## src/rv32_pkg.sv

```systemverilog
/*
 * Shared definitions for the four-stage RV32I core
 * Widths, reset address, NOP encoding, opcodes,
 * ALU operation codes and the instruction-word union
 */
`default_nettype none

package rv32_pkg;

    // ==============================
    // Widths and constants
    // ==============================
    localparam int XLEN   = 32;                          // Data and address width
    localparam int REG_AW = 5;                           // Register address width

    localparam logic [XLEN-1:0] RESET_ADDR = 32'h0000_0000;
    localparam logic [XLEN-1:0] NOP_INST   = 32'h0000_0013;   // addi x0,x0,0

    // ==============================
    // Major opcodes
    // ==============================
    localparam logic [6:0] OPC_OP     = 7'b0110011;      // Register-register ALU
    localparam logic [6:0] OPC_OP_IMM = 7'b0010011;      // Register-immediate ALU
    localparam logic [6:0] OPC_LUI    = 7'b0110111;
    localparam logic [6:0] OPC_LOAD   = 7'b0000011;
    localparam logic [6:0] OPC_STORE  = 7'b0100011;
    localparam logic [6:0] OPC_BRANCH = 7'b1100011;
    localparam logic [6:0] OPC_JAL    = 7'b1101111;
    localparam logic [6:0] OPC_JALR   = 7'b1100111;
    localparam logic [6:0] OPC_SYSTEM = 7'b1110011;      // Only EBREAK is acted on

    // ALU operation, set in decode and run in execute
    typedef enum logic [3:0] {
        ADD, SUB, SLL, SLT, SLTU, XOR, SRL, SRA, OR, AND,
        PASS_B                                           // LUI, operand b straight through
    } alu_op_e;

    // ==============================
    // Instruction word views
    // ==============================
    typedef struct packed {
        logic [6:0] funct7;
        logic [4:0] rs2;
        logic [4:0] rs1;
        logic [2:0] funct3;
        logic [4:0] rd;
        logic [6:0] opcode;
    } inst_r_t;

    typedef struct packed {
        logic [6:0] imm_hi;                              // imm[11:5]
        logic [4:0] rs2;
        logic [4:0] rs1;
        logic [2:0] funct3;
        logic [4:0] imm_lo;                              // imm[4:0] where R has rd
        logic [6:0] opcode;
    } inst_s_t;

    // Same 32 bits, register fields or store immediate
    typedef union packed {
        inst_r_t r;
        inst_s_t s;
    } inst_u;

endpackage

`default_nettype wire

```

## src/rv32_core.sv

```systemverilog
/*
 * Top level of the four-stage RV32I core
 * Fetch, decode, execute, memory/writeback and register file
 */
`timescale 1ns/1ps
`default_nettype none

module rv32_core (
    input  wire                          i_clk,
    input  wire                          i_rst,
    output logic [rv32_pkg::XLEN-1:0]    o_imem_addr,
    input  wire [rv32_pkg::XLEN-1:0]     i_imem_data,
    output logic [rv32_pkg::XLEN-1:0]    o_dmem_addr,
    output logic                         o_dmem_ren,
    output logic                         o_dmem_wen,
    output logic [rv32_pkg::XLEN-1:0]    o_dmem_wdata,
    input  wire [rv32_pkg::XLEN-1:0]     i_dmem_rdata,
    output logic                         o_retire_valid,
    output logic                         o_retire_halt,
    output logic [rv32_pkg::XLEN-1:0]    o_retire_pc,
    output logic [rv32_pkg::REG_AW-1:0]  o_retire_rd,
    output logic [rv32_pkg::XLEN-1:0]    o_retire_rd_data
);
    import rv32_pkg::*;

    // ==============================
    // Stage-to-stage signals
    // ==============================
    logic              stall, redirect, f_valid, ex_wen, wb_wen;
    logic [XLEN-1:0]   redirect_pc, f_inst, f_pc, rs1_data, rs2_data, wb_data;
    logic [REG_AW-1:0] rs1_addr, rs2_addr, ex_rd, wb_rd;
    // D/E
    logic              x_valid, x_is_link, x_use_imm, x_wen, x_load, x_store, x_halt;
    alu_op_e           x_alu_op;
    logic [XLEN-1:0]   x_op1, x_op2, x_store_data, x_link, x_pc;
    logic [REG_AW-1:0] x_rs1, x_rs2, x_rd;
    // E/M
    logic              m_valid, m_wen, m_load, m_store, m_halt;
    logic [XLEN-1:0]   m_result, m_store_data, m_pc;
    logic [REG_AW-1:0] m_rd;

    rv32_fetch u_fetch (
        .i_clk(i_clk), .i_rst(i_rst), .i_stall(stall),
        .i_redirect(redirect), .i_redirect_pc(redirect_pc), .i_imem_data(i_imem_data),
        .o_imem_addr(o_imem_addr), .o_inst(f_inst), .o_pc(f_pc), .o_valid(f_valid)
    );

    rv32_regfile u_regfile (
        .i_clk(i_clk), .i_rst(i_rst), .i_rs1_addr(rs1_addr), .i_rs2_addr(rs2_addr),
        .i_rd_addr(wb_rd), .i_rd_wen(wb_wen), .i_rd_data(wb_data),
        .o_rs1_data(rs1_data), .o_rs2_data(rs2_data)
    );

    rv32_decode u_decode (
        .i_clk(i_clk), .i_rst(i_rst), .i_inst(f_inst), .i_pc(f_pc), .i_valid(f_valid),
        .i_rs1_data(rs1_data), .i_rs2_data(rs2_data), .i_ex_rd(ex_rd), .i_ex_wen(ex_wen),
        .o_rs1_addr(rs1_addr), .o_rs2_addr(rs2_addr), .o_stall(stall),
        .o_redirect(redirect), .o_redirect_pc(redirect_pc),
        .o_x_valid(x_valid), .o_x_alu_op(x_alu_op), .o_x_op1(x_op1), .o_x_op2(x_op2),
        .o_x_store_data(x_store_data), .o_x_link(x_link), .o_x_is_link(x_is_link),
        .o_x_use_imm(x_use_imm), .o_x_rs1(x_rs1), .o_x_rs2(x_rs2), .o_x_rd(x_rd),
        .o_x_wen(x_wen), .o_x_load(x_load), .o_x_store(x_store), .o_x_halt(x_halt),
        .o_x_pc(x_pc)
    );

    rv32_execute u_execute (
        .i_clk(i_clk), .i_rst(i_rst), .i_valid(x_valid), .i_alu_op(x_alu_op),
        .i_op1(x_op1), .i_op2(x_op2), .i_store_data(x_store_data), .i_link(x_link),
        .i_is_link(x_is_link), .i_use_imm(x_use_imm), .i_rs1(x_rs1), .i_rs2(x_rs2),
        .i_rd(x_rd), .i_wen(x_wen), .i_load(x_load), .i_store(x_store), .i_halt(x_halt),
        .i_pc(x_pc), .i_wb_rd(wb_rd), .i_wb_wen(wb_wen), .i_wb_data(wb_data),
        .o_ex_rd(ex_rd), .o_ex_wen(ex_wen), .o_m_valid(m_valid), .o_m_result(m_result),
        .o_m_store_data(m_store_data), .o_m_rd(m_rd), .o_m_wen(m_wen),
        .o_m_load(m_load), .o_m_store(m_store), .o_m_halt(m_halt), .o_m_pc(m_pc)
    );

    rv32_mem_wb u_mem_wb (
        .i_valid(m_valid), .i_result(m_result), .i_store_data(m_store_data),
        .i_rd(m_rd), .i_wen(m_wen), .i_load(m_load), .i_store(m_store),
        .i_halt(m_halt), .i_pc(m_pc), .i_dmem_rdata(i_dmem_rdata),
        .o_dmem_addr(o_dmem_addr), .o_dmem_wdata(o_dmem_wdata),
        .o_dmem_ren(o_dmem_ren), .o_dmem_wen(o_dmem_wen),
        .o_wb_rd(wb_rd), .o_wb_wen(wb_wen), .o_wb_data(wb_data),
        .o_retire_valid(o_retire_valid), .o_retire_halt(o_retire_halt),
        .o_retire_pc(o_retire_pc), .o_retire_rd(o_retire_rd),
        .o_retire_rd_data(o_retire_rd_data)
    );

endmodule

`default_nettype wire

```

## src/rv32_decode.sv

```systemverilog
/*
 * Decode stage
 * Field and control decode, immediates, branch compare,
 * next-PC selection, hazard stall and the decode/execute register
 */
`timescale 1ns/1ps
`default_nettype none

module rv32_decode (
    input  wire                          i_clk,
    input  wire                          i_rst,
    input  wire [rv32_pkg::XLEN-1:0]     i_inst,
    input  wire [rv32_pkg::XLEN-1:0]     i_pc,
    input  wire                          i_valid,
    input  wire [rv32_pkg::XLEN-1:0]     i_rs1_data,     // Register file data with bypass
    input  wire [rv32_pkg::XLEN-1:0]     i_rs2_data,
    input  wire [rv32_pkg::REG_AW-1:0]   i_ex_rd,        // Destination now in execute
    input  wire                          i_ex_wen,
    output logic [rv32_pkg::REG_AW-1:0]  o_rs1_addr,
    output logic [rv32_pkg::REG_AW-1:0]  o_rs2_addr,
    output logic                         o_stall,
    output logic                         o_redirect,
    output logic [rv32_pkg::XLEN-1:0]    o_redirect_pc,
    output logic                         o_x_valid,
    output rv32_pkg::alu_op_e            o_x_alu_op,
    output logic [rv32_pkg::XLEN-1:0]    o_x_op1,
    output logic [rv32_pkg::XLEN-1:0]    o_x_op2,
    output logic [rv32_pkg::XLEN-1:0]    o_x_store_data,
    output logic [rv32_pkg::XLEN-1:0]    o_x_link,
    output logic                         o_x_is_link,
    output logic                         o_x_use_imm,
    output logic [rv32_pkg::REG_AW-1:0]  o_x_rs1,
    output logic [rv32_pkg::REG_AW-1:0]  o_x_rs2,
    output logic [rv32_pkg::REG_AW-1:0]  o_x_rd,
    output logic                         o_x_wen,
    output logic                         o_x_load,
    output logic                         o_x_store,
    output logic                         o_x_halt,
    output logic [rv32_pkg::XLEN-1:0]    o_x_pc
);
    import rv32_pkg::*;

    inst_u           ins;
    logic [XLEN-1:0] imm_i, imm_s, imm_b, imm_u, imm_j, imm;
    logic            is_op, is_imm, is_lui, is_load, is_store, is_br, is_jal, is_jalr, is_sys;
    logic            alt, wen, use_imm, br_eq, br_lt, br_ltu, br_taken, bubble;
    alu_op_e         alu_op;

    assign ins        = i_inst;
    assign o_rs1_addr = ins.r.rs1;
    assign o_rs2_addr = ins.r.rs2;

    // ==============================
    // Immediates
    // ==============================
    assign imm_i = {{20{i_inst[31]}}, i_inst[31:20]};
    assign imm_s = {{20{ins.s.imm_hi[6]}}, ins.s.imm_hi, ins.s.imm_lo};   // Store view
    assign imm_b = {{19{i_inst[31]}}, i_inst[31], i_inst[7], i_inst[30:25], i_inst[11:8], 1'b0};
    assign imm_u = {i_inst[31:12], 12'b0};
    assign imm_j = {{11{i_inst[31]}}, i_inst[31], i_inst[19:12], i_inst[20], i_inst[30:21], 1'b0};

    // ==============================
    // Control decode
    // ==============================
    assign is_op    = (ins.r.opcode == OPC_OP);
    assign is_imm   = (ins.r.opcode == OPC_OP_IMM);
    assign is_lui   = (ins.r.opcode == OPC_LUI);
    assign is_load  = (ins.r.opcode == OPC_LOAD);
    assign is_store = (ins.r.opcode == OPC_STORE);
    assign is_br    = (ins.r.opcode == OPC_BRANCH);
    assign is_jal   = (ins.r.opcode == OPC_JAL);
    assign is_jalr  = (ins.r.opcode == OPC_JALR);
    assign is_sys   = (ins.r.opcode == OPC_SYSTEM);   // EBREAK halts

    // funct7[5] picks SUB only for OP, SRA for both ALU groups
    assign alt     = ins.r.funct7[5] && (is_op || ins.r.funct3 == 3'b101);
    assign wen     = is_op || is_imm || is_lui || is_load || is_jal || is_jalr;
    assign use_imm = is_imm || is_lui || is_load || is_store;
    assign imm     = is_lui ? imm_u : (is_store ? imm_s : imm_i);

    always_comb begin
        case (ins.r.funct3)
            3'b000:  alu_op = alt ? SUB : ADD;
            3'b001:  alu_op = SLL;
            3'b010:  alu_op = SLT;
            3'b011:  alu_op = SLTU;
            3'b100:  alu_op = XOR;
            3'b101:  alu_op = alt ? SRA : SRL;
            3'b110:  alu_op = OR;
            default: alu_op = AND;
        endcase
        if (is_lui) alu_op = PASS_B;
        else if (!(is_op || is_imm)) alu_op = ADD;      // Address add for LW/SW
    end

    // ==============================
    // Branch resolution and stall
    // ==============================
    assign br_eq  = (i_rs1_data == i_rs2_data);
    assign br_lt  = ($signed(i_rs1_data) < $signed(i_rs2_data));
    assign br_ltu = (i_rs1_data < i_rs2_data);

    always_comb begin
        case (ins.r.funct3)
            3'b000:  br_taken = br_eq;        // BEQ
            3'b001:  br_taken = !br_eq;       // BNE
            3'b100:  br_taken = br_lt;        // BLT
            3'b101:  br_taken = !br_lt;       // BGE
            3'b110:  br_taken = br_ltu;       // BLTU
            3'b111:  br_taken = !br_ltu;      // BGEU
            default: br_taken = 1'b0;
        endcase
    end

    // Wait a cycle for the register file bypass when an operand is still in execute
    assign o_stall = i_valid && (is_br || is_jalr) && i_ex_wen && (i_ex_rd != '0)
                     && ((i_ex_rd == ins.r.rs1) || (is_br && i_ex_rd == ins.r.rs2));

    assign o_redirect    = i_valid && !o_stall && (is_jal || is_jalr || (is_br && br_taken));
    assign o_redirect_pc = is_jalr ? ((i_rs1_data + imm_i) & ~XLEN'(1))
                                   : (i_pc + (is_jal ? imm_j : imm_b));
    assign bubble        = o_stall || !i_valid;

    // ==============================
    // D/E register
    // ==============================
    always_ff @(posedge i_clk) begin
        o_x_alu_op     <= alu_op;
        o_x_op1        <= i_rs1_data;
        o_x_op2        <= use_imm ? imm : i_rs2_data;
        o_x_store_data <= i_rs2_data;
        o_x_link       <= i_pc + XLEN'(4);            // Return address for JAL/JALR
        o_x_use_imm    <= use_imm;
        o_x_rs1        <= ins.r.rs1;
        o_x_rs2        <= ins.r.rs2;
        o_x_rd         <= ins.r.rd;
        o_x_pc         <= i_pc;
        if (i_rst || bubble) begin
            o_x_valid   <= 1'b0;
            o_x_is_link <= 1'b0;
            o_x_wen     <= 1'b0;
            o_x_load    <= 1'b0;
            o_x_store   <= 1'b0;
            o_x_halt    <= 1'b0;
        end else begin
            o_x_valid   <= 1'b1;
            o_x_is_link <= is_jal || is_jalr;
            o_x_wen     <= wen;
            o_x_load    <= is_load;
            o_x_store   <= is_store;
            o_x_halt    <= is_sys;
        end
    end

    // A stall lasts one cycle since the bubble leaves execute with no pending write
    ap_stall_one_cycle : assert property (@(posedge i_clk) disable iff (i_rst)
        o_stall |=> !o_stall)
        else $error("decode stalled two cycles in a row");

endmodule

`default_nettype wire

```

## src/rv32_execute.sv

```systemverilog
/*
 * Execute stage
 * Operand forwarding from memory/writeback, ALU,
 * link-value selection and the execute/memory register
 */
`timescale 1ns/1ps
`default_nettype none

module rv32_execute (
    input  wire                          i_clk,
    input  wire                          i_rst,
    input  wire                          i_valid,
    input  rv32_pkg::alu_op_e            i_alu_op,
    input  wire [rv32_pkg::XLEN-1:0]     i_op1,
    input  wire [rv32_pkg::XLEN-1:0]     i_op2,          // Immediate or rs2 data
    input  wire [rv32_pkg::XLEN-1:0]     i_store_data,
    input  wire [rv32_pkg::XLEN-1:0]     i_link,
    input  wire                          i_is_link,
    input  wire                          i_use_imm,
    input  wire [rv32_pkg::REG_AW-1:0]   i_rs1,
    input  wire [rv32_pkg::REG_AW-1:0]   i_rs2,
    input  wire [rv32_pkg::REG_AW-1:0]   i_rd,
    input  wire                          i_wen,
    input  wire                          i_load,
    input  wire                          i_store,
    input  wire                          i_halt,
    input  wire [rv32_pkg::XLEN-1:0]     i_pc,
    input  wire [rv32_pkg::REG_AW-1:0]   i_wb_rd,
    input  wire                          i_wb_wen,
    input  wire [rv32_pkg::XLEN-1:0]     i_wb_data,
    output logic [rv32_pkg::REG_AW-1:0]  o_ex_rd,        // To decode hazard check
    output logic                         o_ex_wen,
    output logic                         o_m_valid,
    output logic [rv32_pkg::XLEN-1:0]    o_m_result,
    output logic [rv32_pkg::XLEN-1:0]    o_m_store_data,
    output logic [rv32_pkg::REG_AW-1:0]  o_m_rd,
    output logic                         o_m_wen,
    output logic                         o_m_load,
    output logic                         o_m_store,
    output logic                         o_m_halt,
    output logic [rv32_pkg::XLEN-1:0]    o_m_pc
);
    import rv32_pkg::*;

    logic            fwd_a, fwd_b;
    logic [XLEN-1:0] a, b, st_data, alu_res;

    assign o_ex_rd  = i_rd;
    assign o_ex_wen = i_valid && i_wen;

    // ==============================
    // Forwarding
    // ==============================
    assign fwd_a   = i_wb_wen && (i_wb_rd != '0) && (i_wb_rd == i_rs1);
    assign fwd_b   = i_wb_wen && (i_wb_rd != '0) && (i_wb_rd == i_rs2);
    assign a       = fwd_a ? i_wb_data : i_op1;
    assign b       = (fwd_b && !i_use_imm) ? i_wb_data : i_op2;   // Immediate is never replaced
    assign st_data = fwd_b ? i_wb_data : i_store_data;

    // ==============================
    // ALU
    // ==============================
    always_comb begin
        case (i_alu_op)
            ADD:     alu_res = a + b;
            SUB:     alu_res = a - b;
            SLL:     alu_res = a << b[4:0];
            SLT:     alu_res = XLEN'($signed(a) < $signed(b));
            SLTU:    alu_res = XLEN'(a < b);
            XOR:     alu_res = a ^ b;
            SRL:     alu_res = a >> b[4:0];
            SRA:     alu_res = $unsigned($signed(a) >>> b[4:0]);
            OR:      alu_res = a | b;
            AND:     alu_res = a & b;
            default: alu_res = b;              // PASS_B
        endcase
    end

    // E/M register
    always_ff @(posedge i_clk) begin
        o_m_result     <= i_is_link ? i_link : alu_res;   // JAL/JALR write PC+4
        o_m_store_data <= st_data;
        o_m_rd         <= i_rd;
        o_m_pc         <= i_pc;
        if (i_rst) begin
            o_m_valid <= 1'b0;
            o_m_wen   <= 1'b0;
            o_m_load  <= 1'b0;
            o_m_store <= 1'b0;
            o_m_halt  <= 1'b0;
        end else begin
            o_m_valid <= i_valid;
            o_m_wen   <= i_valid && i_wen;
            o_m_load  <= i_valid && i_load;
            o_m_store <= i_valid && i_store;
            o_m_halt  <= i_valid && i_halt;
        end
    end

endmodule

`default_nettype wire

```

## src/rv32_fetch.sv

```systemverilog
/*
 * Fetch stage
 * Program counter and fetch/decode register,
 * with stall hold and redirect flush
 */
`timescale 1ns/1ps
`default_nettype none

module rv32_fetch (
    input  wire                        i_clk,
    input  wire                        i_rst,
    input  wire                        i_stall,        // Hold PC and F/D register
    input  wire                        i_redirect,     // Jump or taken branch in decode
    input  wire [rv32_pkg::XLEN-1:0]   i_redirect_pc,
    input  wire [rv32_pkg::XLEN-1:0]   i_imem_data,    // Combinational read data
    output logic [rv32_pkg::XLEN-1:0]  o_imem_addr,
    output logic [rv32_pkg::XLEN-1:0]  o_inst,
    output logic [rv32_pkg::XLEN-1:0]  o_pc,
    output logic                       o_valid
);
    import rv32_pkg::*;

    logic [XLEN-1:0] pc;

    assign o_imem_addr = pc;   // Memory answers in the same cycle

    // ==============================
    // PC and F/D register
    // ==============================
    always_ff @(posedge i_clk) begin
        if (i_rst) begin
            pc      <= RESET_ADDR;
            o_inst  <= NOP_INST;
            o_valid <= 1'b0;
        end else if (i_redirect) begin
            pc      <= i_redirect_pc;
            o_inst  <= NOP_INST;           // Wrong-path word becomes a bubble
            o_valid <= 1'b0;
        end else if (!i_stall) begin
            pc      <= pc + XLEN'(4);
            o_inst  <= i_imem_data;
            o_pc    <= pc;
            o_valid <= 1'b1;
        end
        // Stalled: everything holds
    end

    // Redirect targets from decode keep the PC on word boundaries
    ap_pc_aligned : assert property (@(posedge i_clk) disable iff (i_rst)
        o_imem_addr[1:0] == 2'b00)
        else $error("fetch address not word aligned: %h", o_imem_addr);

endmodule

`default_nettype wire

```

## src/rv32_mem_wb.sv

```systemverilog
/*
 * Memory/writeback stage, combinational
 * Data-memory drive, writeback select, retire report
 */
`timescale 1ns/1ps
`default_nettype none

module rv32_mem_wb (
    input  wire                          i_valid,
    input  wire [rv32_pkg::XLEN-1:0]     i_result,       // ALU result, address or link
    input  wire [rv32_pkg::XLEN-1:0]     i_store_data,
    input  wire [rv32_pkg::REG_AW-1:0]   i_rd,
    input  wire                          i_wen,
    input  wire                          i_load,
    input  wire                          i_store,
    input  wire                          i_halt,
    input  wire [rv32_pkg::XLEN-1:0]     i_pc,
    input  wire [rv32_pkg::XLEN-1:0]     i_dmem_rdata,
    output logic [rv32_pkg::XLEN-1:0]    o_dmem_addr,
    output logic [rv32_pkg::XLEN-1:0]    o_dmem_wdata,
    output logic                         o_dmem_ren,
    output logic                         o_dmem_wen,
    output logic [rv32_pkg::REG_AW-1:0]  o_wb_rd,
    output logic                         o_wb_wen,
    output logic [rv32_pkg::XLEN-1:0]    o_wb_data,
    output logic                         o_retire_valid,
    output logic                         o_retire_halt,
    output logic [rv32_pkg::XLEN-1:0]    o_retire_pc,
    output logic [rv32_pkg::REG_AW-1:0]  o_retire_rd,
    output logic [rv32_pkg::XLEN-1:0]    o_retire_rd_data
);
    import rv32_pkg::*;

    logic rd_written;

    // Data memory, word accesses only
    assign o_dmem_addr  = i_result;
    assign o_dmem_wdata = i_store_data;
    assign o_dmem_ren   = i_valid && i_load;
    assign o_dmem_wen   = i_valid && i_store;   // Lands at the next edge

    // Writeback, load data arrives in this same cycle
    assign o_wb_rd    = i_rd;
    assign o_wb_wen   = i_valid && i_wen;
    assign o_wb_data  = i_load ? i_dmem_rdata : i_result;
    assign rd_written = o_wb_wen && (i_rd != '0);

    // ==============================
    // Retire report
    // ==============================
    assign o_retire_valid   = i_valid;
    assign o_retire_halt    = i_valid && i_halt;
    assign o_retire_pc      = i_pc;
    assign o_retire_rd      = rd_written ? i_rd : '0;       // x0 and no-write both show 0
    assign o_retire_rd_data = rd_written ? o_wb_data : XLEN'(0);

    // Address comes from execute, only aligned words are supported
    always_comb begin
        if (o_dmem_ren || o_dmem_wen) begin
            assert (o_dmem_addr[1:0] == 2'b00)
                else $error("data access not word aligned: %h", o_dmem_addr);
        end
    end

endmodule

`default_nettype wire

```

## src/rv32_regfile.sv

```systemverilog
/*
 * Register file, 32 x 32
 * Two read ports, one write port, x0 reads zero,
 * write data bypassed to a read of the same register
 */
`timescale 1ns/1ps
`default_nettype none

module rv32_regfile (
    input  wire                          i_clk,
    input  wire                          i_rst,
    input  wire [rv32_pkg::REG_AW-1:0]   i_rs1_addr,
    input  wire [rv32_pkg::REG_AW-1:0]   i_rs2_addr,
    input  wire [rv32_pkg::REG_AW-1:0]   i_rd_addr,
    input  wire                          i_rd_wen,
    input  wire [rv32_pkg::XLEN-1:0]     i_rd_data,
    output logic [rv32_pkg::XLEN-1:0]    o_rs1_data,
    output logic [rv32_pkg::XLEN-1:0]    o_rs2_data
);
    import rv32_pkg::*;

    logic [XLEN-1:0] regs [1:2**REG_AW-1];   // No storage for x0
    logic            wr_ok;

    assign wr_ok = i_rd_wen && !i_rst && (i_rd_addr != '0);

    always_ff @(posedge i_clk) begin
        if (wr_ok) regs[i_rd_addr] <= i_rd_data;
    end

    // Read with bypass, so decode sees a result written this cycle
    always_comb begin
        if (i_rs1_addr == '0)                          o_rs1_data = '0;
        else if (wr_ok && (i_rd_addr == i_rs1_addr))   o_rs1_data = i_rd_data;
        else                                           o_rs1_data = regs[i_rs1_addr];

        if (i_rs2_addr == '0)                          o_rs2_data = '0;
        else if (wr_ok && (i_rd_addr == i_rs2_addr))   o_rs2_data = i_rd_data;
        else                                           o_rs2_data = regs[i_rs2_addr];
    end

endmodule

`default_nettype wire

```

## config.mk

```make
export PLATFORM = sky130hd
export DESIGN_NAME = rv32_core
export DESIGN_NICKNAME = d
export VERILOG_FILES = /design/src/rv32_pkg.sv /design/src/rv32_core.sv /design/src/rv32_decode.sv /design/src/rv32_execute.sv /design/src/rv32_fetch.sv /design/src/rv32_mem_wb.sv /design/src/rv32_regfile.sv
export SDC_FILE = /design/constraint.sdc
export NUM_CORES = 2
export LEC_CHECK = 0
export BUFFER_PORTS_ARGS = -buffer_cell sky130_fd_sc_hd__buf_2
export CAP_MARGIN = 20
export CELL_PAD_IN_SITES_DETAIL_PLACEMENT = 1
export CELL_PAD_IN_SITES_GLOBAL_PLACEMENT = 1
export CORE_ASPECT_RATIO = 1.25
export CORE_UTILIZATION = 50
export DETAILED_ROUTE_END_ITERATION = 10
export PLACE_DENSITY_LB_ADDON = 0.1
export RECOVER_POWER = 25
export SLEW_MARGIN = 20
export SYNTH_ARGS = -nofsm -noshare
export SYNTH_HDL_FRONTEND = slang
export SYNTH_SLANG_ARGS = --single-unit
export TNS_END_PERCENT = 20
```

## constraint.sdc

```tcl
create_clock -name i_clk -period 10.5 [get_ports i_clk]
set_clock_uncertainty 0.1 [all_clocks]
set_input_delay 0.525 -clock i_clk [delete_from_list [all_inputs] [get_ports i_clk]]
set_output_delay 0.525 -clock i_clk [all_outputs]
set_load 0.1 [all_outputs]
```

==> impl_metrics.toml <==
[die]
num_rows = 156
initial_core_util_pct = 50.4
dieArea_sq_mm = 0.147
die_height_um = 429
ios = 235
die_w_um = 343
core-area_sq_mm = 0.145

[min_path]
holdPathStages = 4
hold_class = "input port to flip-flop"

[critical_path]
critPathSlowestCell = "clkbuf_1"
ff2ff_setup_slack_ps = 1410
crit_type = "flip-flop to flip-flop"
path_max_fanout = 33
crit_family = "simple AND/OR/NAND/NOR gates"
timing.rr.end = "u_fetch.o_pc[25]"
crit_end = "u_fetch.o_pc[25]"
crit_required_ps = 10840
cp-start-kind = "flip-flop"
end_kind = "flip-flop"
r2r_start = "u_execute.o_m_load"
path_depth = 21
path_cells = "clkbuf_1 > mux2i_1 > buf_4 > inv_1 > nor2_1 > a211oi_1 > ha_1 > nand4_1 > or2_2 > nor4_1 > and4_1 > o221ai_1 > a21oi_1 > o21ai_1 > a21oi_1 > and3b_1 > o31a_1 > nand2_1 > nand2_1 > nor2_2 > buf_4"
arrival_ps = 9430
r2r_cells = 21
startpoint = "u_execute.o_m_load"
crit_path_max_incr_delay_ps = 1120
worst-path-buf-inv = 4

[sta]
finalMaxSlewViolations = 103
worst_slew_pin_slew_ps = 1960
maxSlewHeadroom_pct = -30.8
holdWs_ps = 95.4
rsz0062_at_grt = "no"
setup_viol = 0
finalSetupTns_ps = 0
max_freq_ghz = 0.110
period_needed_ps = 9090
min_period_over_period_pct = 86.5
hold_violations = 0

[place]
port_buffers = 234
dp_hpwl_um = 194000
place.gp.congestion = 1.06

[synth]
async_reset_ff_share_pct = 0
synth_cells = 5605
syn-num-nets = 5862
syn_area_per_cell_sq_um = 13.0
netlist_area_sq_mm = 0.0728
synth_area_leaders = "edfxtp_1, mux4_2, dfxtp_1, mux2i_1, ha_1"
synth-seq-area-share_pct = 52.2
synth_cell_types = 92
ys_seq_elements = 1389
synth_top_area_share_pct = 42.2
ys.flop_type = "edfxtp_1"
synth_edf_count = 1024
yosys_warnings = 0
synth_top_cell_by_area = "edfxtp_1"

[power]
leakagePower_nw = 28.4
power_frac_seq_pct = 41.6
internal_power_w = 0.0106
clkPwrFrac_pct = 31.1
p_switching_w = 0.00580
power_w = 0.0164
cellPowerDensity_mw_per_mm2 = 201
ir_drop_v = 0.000185
comb_power_share_pct = 27.3
swShare_pct = 35.4

[outcome]
violations = "max-capacitance violations, max-slew violations"
outcome = "finished, violations left"

[cts]
clock-sinks = 1389
ctsHoldBuffers = 32
clockRootBuffer = "clkbuf_16"
cts_resized = 0
htree_num_levels = 4
clk_pin_slew_worst_paths_ps = 70
cts_tree = "yes"
cts.path.max_buffers = 3
cts_post_setup_buffers_inserted = 0
clkLatencyLatePin_ps = 820
cts_made_buffers = 141

[final_layout]
nets = 6077
final_cell_mix = "edfxtp_1, mux4_2, nor2_1"
regArea_sq_mm = 0.0381
drive_gt1_share_pct = 19.7
multiInputGateArea_sq_mm = 0.0328
num-fill-cells = 14225
final_common_cell = "edfxtp_1"
area_growth_pct = 12.0

[routing]
dr.first_iter.drc_count = 5706
antenna_left = 0
routedWlPerCell_um = 36.9
dr_total_vias = 54096
totalWireLength_um = 289000
first_pass_iters = 5
vias_per_cell = 6.91
drc = 0

[grt]
antenna_found_initial = 14
grtUsageTotal_pct = 39.1
grt_pass1_wl_um = 407000
grt_pass1_vias = 55197
gr-total-overflow = 0
grt_max_degree = 97

[run]
drv_cap = 3
-- area by class of cell --
cell class	instances	share of cell area, %
Clock inverter	70	1.02
Antenna cell	2	0.00613
Clock buffer	181	4.62
Tap cell	1896	2.91
Timing Repair Buffer	474	3.67
Sequential cell	1389	46.7
Inverter	194	0.896
Multi-Input combinational cell	3620	40.2
-- sequential cells by signal, indices dropped and copies added (netlist names), 32 cells and up, named ones only --
signal and flops:
u_regfile.regs 992, u_decode.o_x_link 32, u_decode.o_x_op1 32, u_decode.o_x_op2 32, u_decode.o_x_store_data 32, u_execute.o_m_pc 32, u_execute.o_m_result 32, u_execute.o_m_store_data 32
u_fetch.o_imem_addr 32, u_fetch.o_inst 32, u_fetch.o_pc 32
-- how the worst min path moves through the flow --
stage | start | end | slack, ps
detailed placement | u_decode.o_x_pc[9] | u_execute.o_m_pc[9] | 210
global placement | u_decode.o_x_pc[24] | u_execute.o_m_pc[24] | 210
CTS | i_dmem_rdata[30] | u_execute.o_m_store_data[30] | 50
global route | i_dmem_rdata[30] | u_execute.o_m_store_data[30] | 120
floorplan | u_decode.o_x_pc[10] | u_execute.o_m_pc[10] | 210
finish | i_dmem_rdata[30] | u_execute.o_m_store_data[30] | 100
-- power by group through the flow --
stage / clock (W) / sequential (W) / combinational [W]
finish: 0.00509 / 0.00682 / 0.00448
detailed placement: 0 / 0.00692 / 0.00436
floorplan: 0 / 0.00740 / 0.00209
CTS: 0.00515 / 0.00681 / 0.00438
global placement: 0 / 0.00692 / 0.00429
global route: 0.00532 / 0.00682 / 0.00464
-- synth_stat cells, drive strengths merged, types with 9 or more instances --
cell type / number
edfxtp: 1024
mux4: 532
nor2: 450
a21oi: 395
dfxtp: 365
nand2: 320
mux2i: 280
clkbuf: 278
a211oi: 260
o21ai: 207
inv: 194
ha: 188
buf: 124
nand3: 77
xnor2: 69
a21o: 65
xor2: 58
nor3: 55
mux2: 44
a31oi: 41
and3: 39
o22ai: 36
o211ai: 35
o21a: 31
and2: 29
nand2b: 29
nand4: 27
nor2b: 24
or3: 23
a211o: 21
a221oi: 20
nor4: 19
o21bai: 18
a22oi: 17
o2111ai: 15
o221ai: 14
o31ai: 14
a31o: 13
a221o: 11
o32ai: 11
a2111oi: 10
o41ai: 10
a22o: 9
nand3b: 9
or2: 9
-- routing by layer --
metal  share of wire (%)  global-route usage [%]  up-vias  wire (um)
met2                  48                    63.5     3014     138000
met3                 8.5                    7.50      847      24400
met4                 7.8                    25.3       16      22400
li1                    -                       -    22371          -
met5               0.038                       0        -        110
met1                  36                    47.7    27848     104000
-- metrics by stage --
step | cells | worst slack [ps] | utilization [%] | instance area (sq um)
floorplan | 5605 | 2620 | - | 72800
global placement | 7535 | 2730 | 53.1 | 76800
detailed placement | 7535 | 2500 | 53.1 | 76800
CTS | 7818 | 2500 | 56.5 | 81700
global route | 7824 | 1130 | 56.4 | 81600
finish | 7826 | 1410 | 56.4 | 81600
-- cell families after synthesis --
kind of cell | after synthesis | synth area share, %
AO/OA/AOI/OAI | 1296 | 11.6
flip-flops | 1389 | 52.2
buffers and inverters | 596 | 3.21
AND/OR/NAND/NOR | 1148 | 7.15
multiplexers | 856 | 21.0
adder cells (fa/ha/maj) | 193 | 3.34
XOR/XNOR | 127 | 1.53
-- worst min-delay path, stage by stage --
cell and delay (ps):
buf_2 70, mux2i_1 60, buf_4 180, a21oi_1 140
(Power assumes the default switching activity.)
